`config.mk`:
```
export PLATFORM = sky130hd
export DESIGN_NAME = memCtrl
export DESIGN_NICKNAME = d
export VERILOG_FILES = /design/src/hw/memUnitPkg.sv /design/src/hw/memCtrl.sv
export VERILOG_INCLUDE_DIRS = /design/src /design/src/hw
export SDC_FILE = /design/constraint.sdc
export NUM_CORES = 1
export LEC_CHECK = 0
export BUFFER_PORTS_ARGS = -buffer_cell sky130_fd_sc_hd__buf_2
export CAP_MARGIN = 10
export CORE_AREA = 3 3 321 323
export DETAILED_ROUTE_END_ITERATION = 8
export DIE_AREA = 0 0 324 326
export PLACE_DENSITY = 0.44
export SLEW_MARGIN = 25
export SYNTH_ARGS = -nofsm -noshare
export SYNTH_HDL_FRONTEND = slang
export SYNTH_SLANG_ARGS = --single-unit
```
`constraint.sdc`:
```
create_clock -name clk -period 17.2 [get_ports clk]
set_input_delay 0.86 -clock clk [delete_from_list [all_inputs] [get_ports clk]]
set_output_delay 0.86 -clock clk [all_outputs]
set_load 0.01 [all_outputs]
```
`src/hw/memUnit_defines.svh`:
```
`ifndef MEMUNIT_DEFINES_SVH
`define MEMUNIT_DEFINES_SVH

// ==============================
// widths
// ==============================

// operand and address width of the core
`define WORD_W 80
// instruction width
`define INST_W 40
// word address width of the data memory, giving 256 words
`define MEM_AW 8

// ==============================
// opcode classes and opcodes
// ==============================

// the memory opcode is {inst[34:33], inst[9:6]}
// the two high bits choose the class
`define LOAD 6'b00????
`define STORE 6'b01????

// atomic add and indexed load live in the load class
`define AMO 6'h0F
`define MLX 6'h0E
// pushes and indexed store live in the store class
`define PUSH 6'h1D
`define PUSHC 6'h1E
`define MSX 6'h1F

// ==============================
// field positions
// ==============================

// both halves of the memory opcode
`define OPC_HI 34:33
`define OPC_LO 9:6
// decrement amount for a plain push
`define FUNCT5 27:23
// lowest bit of the three bit index scale field at 30:28
`define SCALE_LO 28
// push constant always steps the stack down by this much
`define PUSHC_DEC 10

`endif

```
`src/hw/memUnitPkg.sv`:
```
package memUnitPkg;

	// ==============================
	// instruction views
	// ==============================

	// load form keeps a 15 bit low displacement in bits 30 to 16
	typedef struct packed {
		logic [4:0]  dispHi;
		logic [1:0]  opHi;
		logic [1:0]  rsvd;
		logic [14:0] dispLo;
		logic [5:0]  srcHi;
		logic [3:0]  opLo;
		logic [5:0]  srcLo;
	} memLdView_t;

	// store form splits its displacement around the register fields
	// so the low six bits sit in the bottom of the word
	typedef struct packed {
		logic [4:0]  dispHi;
		logic [1:0]  opHi;
		logic [1:0]  rsvd;
		logic [8:0]  dispMid;
		logic [11:0] srcMid;
		logic [3:0]  opLo;
		logic [5:0]  dispLo;
	} memStView_t;

	// one 40 bit instruction word read either way
	typedef union packed {
		memLdView_t ld;
		memStView_t st;
	} memInst_t;

	// ==============================
	// operation and control state
	// ==============================

	// class of the operation picked at issue time
	typedef enum logic [2:0] {opLoad, opStore, opPush, opAmo, opIllegal} memOp_t;

	// states of the memory sequencer
	typedef enum logic [2:0] {stIdle, stAddr, stRead, stWrite, stDone, stFault} ctrlState_t;

endpackage

```
`src/hw/memCtrl.sv`:
```
`timescale 1ns/10ps
`include "memUnit_defines.svh"

// sequencer for one memory instruction at a time
// it captures the operands, checks the address and drives the data memory
module memCtrl
	import memUnitPkg::*;
(
	input  logic                clk,
	input  logic                arstN,
	input  logic                issue,
	input  logic [`INST_W-1:0]  inst,
	input  logic [`WORD_W-1:0]  a,
	input  logic [`WORD_W-1:0]  b,
	input  logic [`WORD_W-1:0]  c,
	input  logic [`WORD_W-1:0]  ma,
	input  logic [`WORD_W-1:0]  memRdata,
	output memInst_t            instQ,
	output logic [`WORD_W-1:0]  aQ,
	output logic [`WORD_W-1:0]  cQ,
	output logic [`MEM_AW-1:0]  memAddr,
	output logic                memWe,
	output logic                memRe,
	output logic [`WORD_W-1:0]  memWdata,
	output logic                idle,
	output logic                done,
	output logic                fault,
	output logic [`WORD_W-1:0]  result
);

	ctrlState_t         state;
	ctrlState_t         stateNext;
	// operation class of the instruction in flight
	memOp_t             op;
	memOp_t             opIn;
	logic [5:0]         mopIn;
	// store data and the registered address
	logic [`WORD_W-1:0] bQ;
	logic [`WORD_W-1:0] maQ;
	// word read by an atomic, kept for the add and the result
	logic [`WORD_W-1:0] oldQ;
	logic               inRange;
	logic               isRead;

	// ==============================
	// decode
	// ==============================

	assign mopIn = {inst[`OPC_HI], inst[`OPC_LO]};

	// the first match wins, so the exact opcodes sit above their class
	always_comb begin
		casez (mopIn)
			`AMO: opIn = opAmo;
			`PUSH, `PUSHC: opIn = opPush;
			`LOAD: opIn = opLoad;
			`STORE: opIn = opStore;
			default: opIn = opIllegal;
		endcase
	end

	// loads and atomics both start with a read
	assign isRead = (op == opLoad) || (op == opAmo);

	// every bit above the memory index must be zero
	assign inRange = ~|ma[`WORD_W-1:`MEM_AW];

	// ==============================
	// state machine
	// ==============================

	always_comb begin
		stateNext = state;
		case (state)
			stIdle: begin
				if (issue) begin
					stateNext = stAddr;
				end
			end
			stAddr: begin
				if (op == opIllegal || !inRange) begin
					stateNext = stFault;
				end else if (isRead) begin
					stateNext = stRead;
				end else begin
					stateNext = stWrite;
				end
			end
			// an atomic goes on to write back the sum
			stRead: stateNext = (op == opAmo) ? stWrite : stDone;
			stWrite: stateNext = stDone;
			// done and fault last one cycle each
			default: stateNext = stIdle;
		endcase
	end

	always_ff @(posedge clk or negedge arstN) begin
		if (!arstN) begin
			state <= stIdle;
			op    <= opIllegal;
		end else begin
			state <= stateNext;
			// issue while busy is dropped here since the state is not idle
			if (state == stIdle && issue) begin
				op <= opIn;
			end
		end
	end

	// ==============================
	// operands and addresses
	// ==============================

	always_ff @(posedge clk) begin
		if (state == stIdle && issue) begin
			instQ <= inst;
			aQ    <= a;
			bQ    <= b;
			cQ    <= c;
		end
		// address is frozen once agen has settled on the captured operands
		if (state == stAddr) begin
			maQ <= ma;
		end
		if (state == stRead) begin
			oldQ <= memRdata;
		end
	end

	// ==============================
	// memory port
	// ==============================

	// reads are launched straight from agen during stAddr
	// so that the word arrives while the sequencer is in stRead
	assign memRe    = (state == stAddr) && isRead && inRange;
	assign memAddr  = (state == stAddr) ? ma[`MEM_AW-1:0] : maQ[`MEM_AW-1:0];
	assign memWe    = (state == stWrite);
	// atomic sum wraps at 80 bits
	assign memWdata = (op == opAmo) ? oldQ + bQ : bQ;

	// ==============================
	// status and result
	// ==============================

	assign idle  = (state == stIdle);
	assign done  = (state == stDone) || (state == stFault);
	assign fault = (state == stFault);

	// result only changes on the edge that enters stDone or stFault
	always_ff @(posedge clk or negedge arstN) begin
		if (!arstN) begin
			result <= '0;
		end else begin
			case (state)
				stAddr: begin
					if (stateNext == stFault) begin
						result <= '0;
					end
				end
				stRead: begin
					if (op == opLoad) begin
						result <= memRdata;
					end
				end
				stWrite: begin
					case (op)
						opAmo: result <= oldQ;
						// new stack pointer goes back to the core
						opPush: result <= maQ;
						default: result <= '0;
					endcase
				end
				default: result <= result;
			endcase
		end
	end

endmodule

```
Word-level counts from Yosys, hierarchy flattened
Cells that the tools add are included.
{"block": "word_totals", "register_bits": 526, "wordCells": 52}
{"block": "op_classes", "addsub": 1, "n_eq_ne": 15, "n_mux": 13, "reduce_logical": 14}
{"cell": "$mux 80", "n": 3}
{"cell": "$pmux 80 s3", "n": 1}
{"cell": "$pmux 80 s2", "n": 1}
{"cell": "$add 80x80->80", "n": 1}
{"cell": "$reduce_or 72->1", "n": 1}
{"cell": "$eq 3x2->1 const B", "n": 4}
{"cell": "$eq 3x3->1 const B", "n": 4}
{"cell": "$eq 6x5->1 const B", "n": 2}
{"cell": "$pmux 3 s2", "n": 2}
{"cell": "$pmux 3 s4", "n": 1}
{"cell": "$mux 3", "n": 3}
{"cell": "$mux 8", "n": 1}
{"cell": "$eq 6x4->1 const B", "n": 1}
{"cell": "$logic_not 3->1", "n": 2}
{"cell": "$eq 3x1->1 const B", "n": 1}
{"cell": "$logic_and 1x1->1", "n": 3}
{"cell": "$logic_or 1x1->1", "n": 3}
{"cell": "$reduce_and 3->1", "n": 1}
{"cell": "$reduce_bool 3->1", "n": 1}
{"cell": "$eq 2x1->1 const B", "n": 1}
{"cell": "$logic_not 2->1", "n": 1}
{"cell": "$ne 2x1->1 const B", "n": 1}
{"cell": "$ne 2x2->1 const B", "n": 1}
{"cell": "$reduce_or 2->1", "n": 1}
{"cell": "2 further kinds", "n": 2}

Longest topological paths before layout
{"block": "depth", "word_depth": 8, "depth_mapped": 13, "ltp_nobuf": 13}

Worst setup path before layout
OpenSTA, ideal clock, no wires.
{"block": "synth_path", "path_type": "reg-to-reg", "startpoint": "reg state[1]", "endpoint": "reg aQ[0] (enable)", "t_arrival_ns": 6.428, "required_time_ns": 16.571, "slack_ns": 10.143, "path_stages_with_launch": 4, "cell_sequence": "dfrtp_1 > nor3_1 > nand2_1 > inv_1"}
{"block": "synth_via", "elab_chain_cells": 2}
{"item": "start: declaration", "line": "memCtrl.sv:31", "text": "ctrlState_t state;"}
{"item": "start signal: assignment", "line": "memCtrl.sv:99", "text": "state <= stIdle;"}
{"item": "start signal: assignment", "line": "memCtrl.sv:102", "text": "state <= stateNext;"}
{"item": "$logic_not 3->1"}
{"item": "via idle", "line": "memCtrl.sv:25", "text": "output logic idle,"}
{"item": "$logic_and 1x1->1", "line": "memCtrl.sv:115", "text": "if (state == stIdle && issue) begin"}
{"item": "end signal: assignment", "line": "memCtrl.sv:117", "text": "aQ <= a;"}
{"item": "end: declaration", "line": "memCtrl.sv:19", "text": "output logic [`WORD_W-1:0] aQ,"}
The timed path passes the listed nets, and every way through them passes these cells.
A chain may end at the register's enable or synchronous reset.

Final worst setup path
{"block": "layout_path", "startpoint": "reg bQ[0]", "endpoint": "out memWdata[74]"}
{"block": "layout_via", "elab_chain_cells": 2}
{"item": "start: declaration", "line": "memCtrl.sv:38", "text": "logic [`WORD_W-1:0] bQ;"}
{"item": "start signal: assignment", "line": "memCtrl.sv:118", "text": "bQ <= b;"}
{"item": "$add 80x80->80", "line": "memCtrl.sv:140", "text": "assign memWdata = (op == opAmo) ? oldQ + bQ : bQ;"}
{"item": "$mux 80", "line": "memCtrl.sv:140"}
{"item": "end: declaration", "line": "memCtrl.sv:24", "text": "output logic [`WORD_W-1:0] memWdata,"}
No other way between the ends.

==> key figures <==
Worst setup path
  – Worst-path fanout max: 5
  – Worst endpoint required time: 16.34 ns
  – Crit path kind: reg -> out
  – Worst EP arrival: 4.73 ns
  – Cell-by-cell trace of the critical path: ha_1 > fa_1 > a21o_1 > a21o_1 > a211oi_1 > o21ai_1 > a211oi_4 > o21a_1 > o21ai_2 > a21oi_4 > o21bai_1 > xnor2_1 > o21ai_1 > buf_2
  – CP endpoint kind: output port
  – FF-to-FF setup slack: 13.25 ns
  – Kind of start point of the critical path: register
  – CP Buf/Inv Count: 1
  – CP peak stage delay: 0.57 ns
  – Slowest CP cell: a211oi_4
  – Top delay family on crit path: compound AO/OA/AOI/OAI gates

Yosys
  – Synth area leaders: edfxtp_1 (56%), dfrtp_1 (9.0%), a21oi_1 (5.6%), ha_1 (4.2%), nor2_1 (3.3%)
  – Post-synthesis register bit count: 526
  – Gate Count Post-Synth: 1,955
  – EDFF count, synth: 440
  – Syn nets: 2,478
  – Warnings, synthesis: 0
  – Sequential share of the synthesized area: 0.649
  – Async SR Flop Fraction: 0.163
  – Avg Cell Area, Syn: 12.1 um^2
  – Mapped cell area: 23,700 um^2
  – Yosys top cell by area: edfxtp_1
  – Synth top area share: 0.558
  – Unique cell type count in the Yosys netlist: 64
  – Top FF cell, synth: edfxtp_1

Clocking
  – Root Buffer Master: clkbuf_16
  – Post-CTS Setup Inserts: 0
  – Clk buf depth: 3
  – Post-cts resize count: 0
  – Reg clk slew, reported paths: 0.06 ns
  – CTS tree: yes
  – Num CTS Buffers: 68
  – Clk_lat worst skew: 0.63 ns
  – Hold-fix buffers at CTS: 0
  – Sink Count: 526
  – CTS H-Tree Depth: 3

Drt
  – WL final: 101 mm
  – Via count: 19,200
  – Mean routed wirelength per cell: 24.5 um
  – DRC violations left: 0
  – DR pass1 iterations: 5
  – Final ANT Viol Nets: 0
  – Vias per inst: 4.64
  – Initial DRC Count: 1,198

Min path
  – Hold Crit Class: in -> async

Floorplan
  – CORE AREA: 100,000 um^2
  – Die Y: 326 um
  – Io pins: 816
  – Cell row count: 116
  – Initial Utilization: 0.236
  – Die area: 106,000 um^2
  – Die W: 324 um

Flow run
  – Max-capacitance violation count: 0

Power and ir drop
  – Power Dens Cells: 146 nW/um^2
  – VDD IR max: 0.0000895 V
  – Leak: 12.7 nW

Placement
  – DP HPWL: 79.2 mm
  – Number of port buffers: 815
  – Routability cong.: 0.861

GRT
  – Grt ovf: 0
  – Vias in the first global route: 19,600
  – First-pass GRT wire length: 140 mm
  – Initial antenna violation count: 49
  – GRT Overall Usage: 0.185
  – Largest net degree at the start of global routing: 118

STA
  – Relative slew margins: 0.253
  – Final hold viol count: 0
  – Measured slew at the worst slew-check pin: 1.11 ns
  – Crit path time final: 5.59 ns
  – Skew final: 0.0183 ns
  – Fmax: 179 MHz
  – RSZ-0062 raised after global routing: no
  – # setup viols final: 0
  – Max-slew violations: 0
  – Hold WS: 0.292 ns
  – Setup tns final: 0 ns
  – Final period util: 0.325

Status
  – Status: complete, no violations

Final layout
  – Layout cells sized above 1: 0.347
  – P&R area growth vs syn: 33.3%
  – Most frequent cells in the layout: buf_2 (814), edfxtp_1 (440), a21oi_1 (263)
  – Commonest non-fill, non-tap cell in the layout: buf_2
  – NumNets Final: 3,280
==> report_power, final <==
| part | internal [W] | switching [W] | total (W) |
|---|---|---|---|
| registers | 0.00175 | 0.000136 | 0.00188 |
| clock network | 0.000880 | 0.000601 | 0.00148 |
| logic | 0.000421 | 0.000828 | 0.00125 |
==> synthesized netlist by cell type, drive strengths merged (2+ instances only) <==
cell type / number
o21a: 7
o21ai: 131
nor2b: 3
a21boi: 5
or3: 3
a221o: 4
mux2i: 5
or2: 3
xor2: 34
a21oi: 266
a21o: 50
edfxtp: 440
a22oi: 80
and3: 7
nand4: 36
o211ai: 5
o41ai: 3
nand3: 12
ha: 79
nor3b: 5
o31ai: 6
nand2b: 5
and2: 3
a211oi: 7
clkbuf: 102
dfrtp: 85
and4: 5
nand2: 167
inv: 26
a311oi: 2
nor3: 21
a221oi: 5
or4: 3
o2111ai: 3
nand3b: 3
nor4: 23
xnor2: 42
o31a: 2
buf: 4
a31oi: 11
mux2: 10
o21bai: 23
nor2: 210
==> path summary, 6_finish.rpt <==
| check | cells after the start | startpoint | end |
|---|---|---|---|
| worst max-delay path | 14 | bQ[0] | memWdata[74] |
| worst min-delay path | 1 | arstN | result[62] |
| worst max register to register | 5 | state[0] | cQ[37] |
| worst min register to register | 2 | result[32] | result[32] |
| max in group asynchronous | 2 | arstN | result[22] |
| min in group clk | 1 | a[29] | aQ[29] |
==> cells by family (layout without fill, tap and decap cells) <==
logic type | after synthesis | after routing | synth area share
other | 0 | 20 | 0
adder cells (fa/ha/maj) | 80 | 80 | 0.0426
AO/OA/AOI/OAI | 616 | 616 | 0.157
buffers and inverters | 132 | 989 | 0.0214
AND/OR/NAND/NOR | 510 | 510 | 0.0948
flip-flops | 526 | 526 | 0.649
XOR/XNOR | 76 | 76 | 0.0281
multiplexers | 15 | 15 | 0.00687
==> stage by stage <==
stage	std cells	utilization	setup WS [ns]	area (um^2)	power, W
final	4130	0.315	11.61	31600	0.00461
after global routing	4124	0.315	11.25	31600	0.00486
after CTS	4110	0.315	11.44	31500	0.00469
after detailed placement	3985	0.292	12.14	29200	0.00318
after global placement	3984	0.291	11.12	29200	0.00318
after floorplan	1955	-	10.14	23700	0.00260
==> worst register-to-register path: cells and delay by family (launching register included) <==
kind | cells | cell delay [ns]
DFF | 1 | 0.45
and+or+nand+nor | 2 | 0.74
buffers and inverters | 3 | 2.34
==> area by class of cell <==
| class | instances | area [um^2] |
|---|---|---|
| Sequential cell | 526 | 15400 |
| Tap cell | 1298 | 1620 |
| Inverter | 26 | 108 |
| Timing Repair Buffer | 838 | 4250 |
| Multi-Input combinational cell | 1297 | 7850 |
| Clock inverter | 42 | 509 |
| Fill cell | 10400 | 68600 |
| Clock buffer | 83 | 1810 |
| Antenna cell | 20 | 50.0 |
==> sequential cells by signal, indices dropped and copies added, names as in the netlist <==
signal  cells
aQ         80
bQ         80
cQ         80
instQ      40
maQ        80
oldQ       80
op          3
result     80
state       3
==> metal layers <==
metal	global-route usage	wire, um	vias up
li1	-	-	8983
met1	0.203	37600	9194
met4	0.0696	3240	12
met5	0	79	-
met3	0.0604	7960	186
met2	0.329	52500	782
No activity file was read; power rests on OpenSTA's default activity.
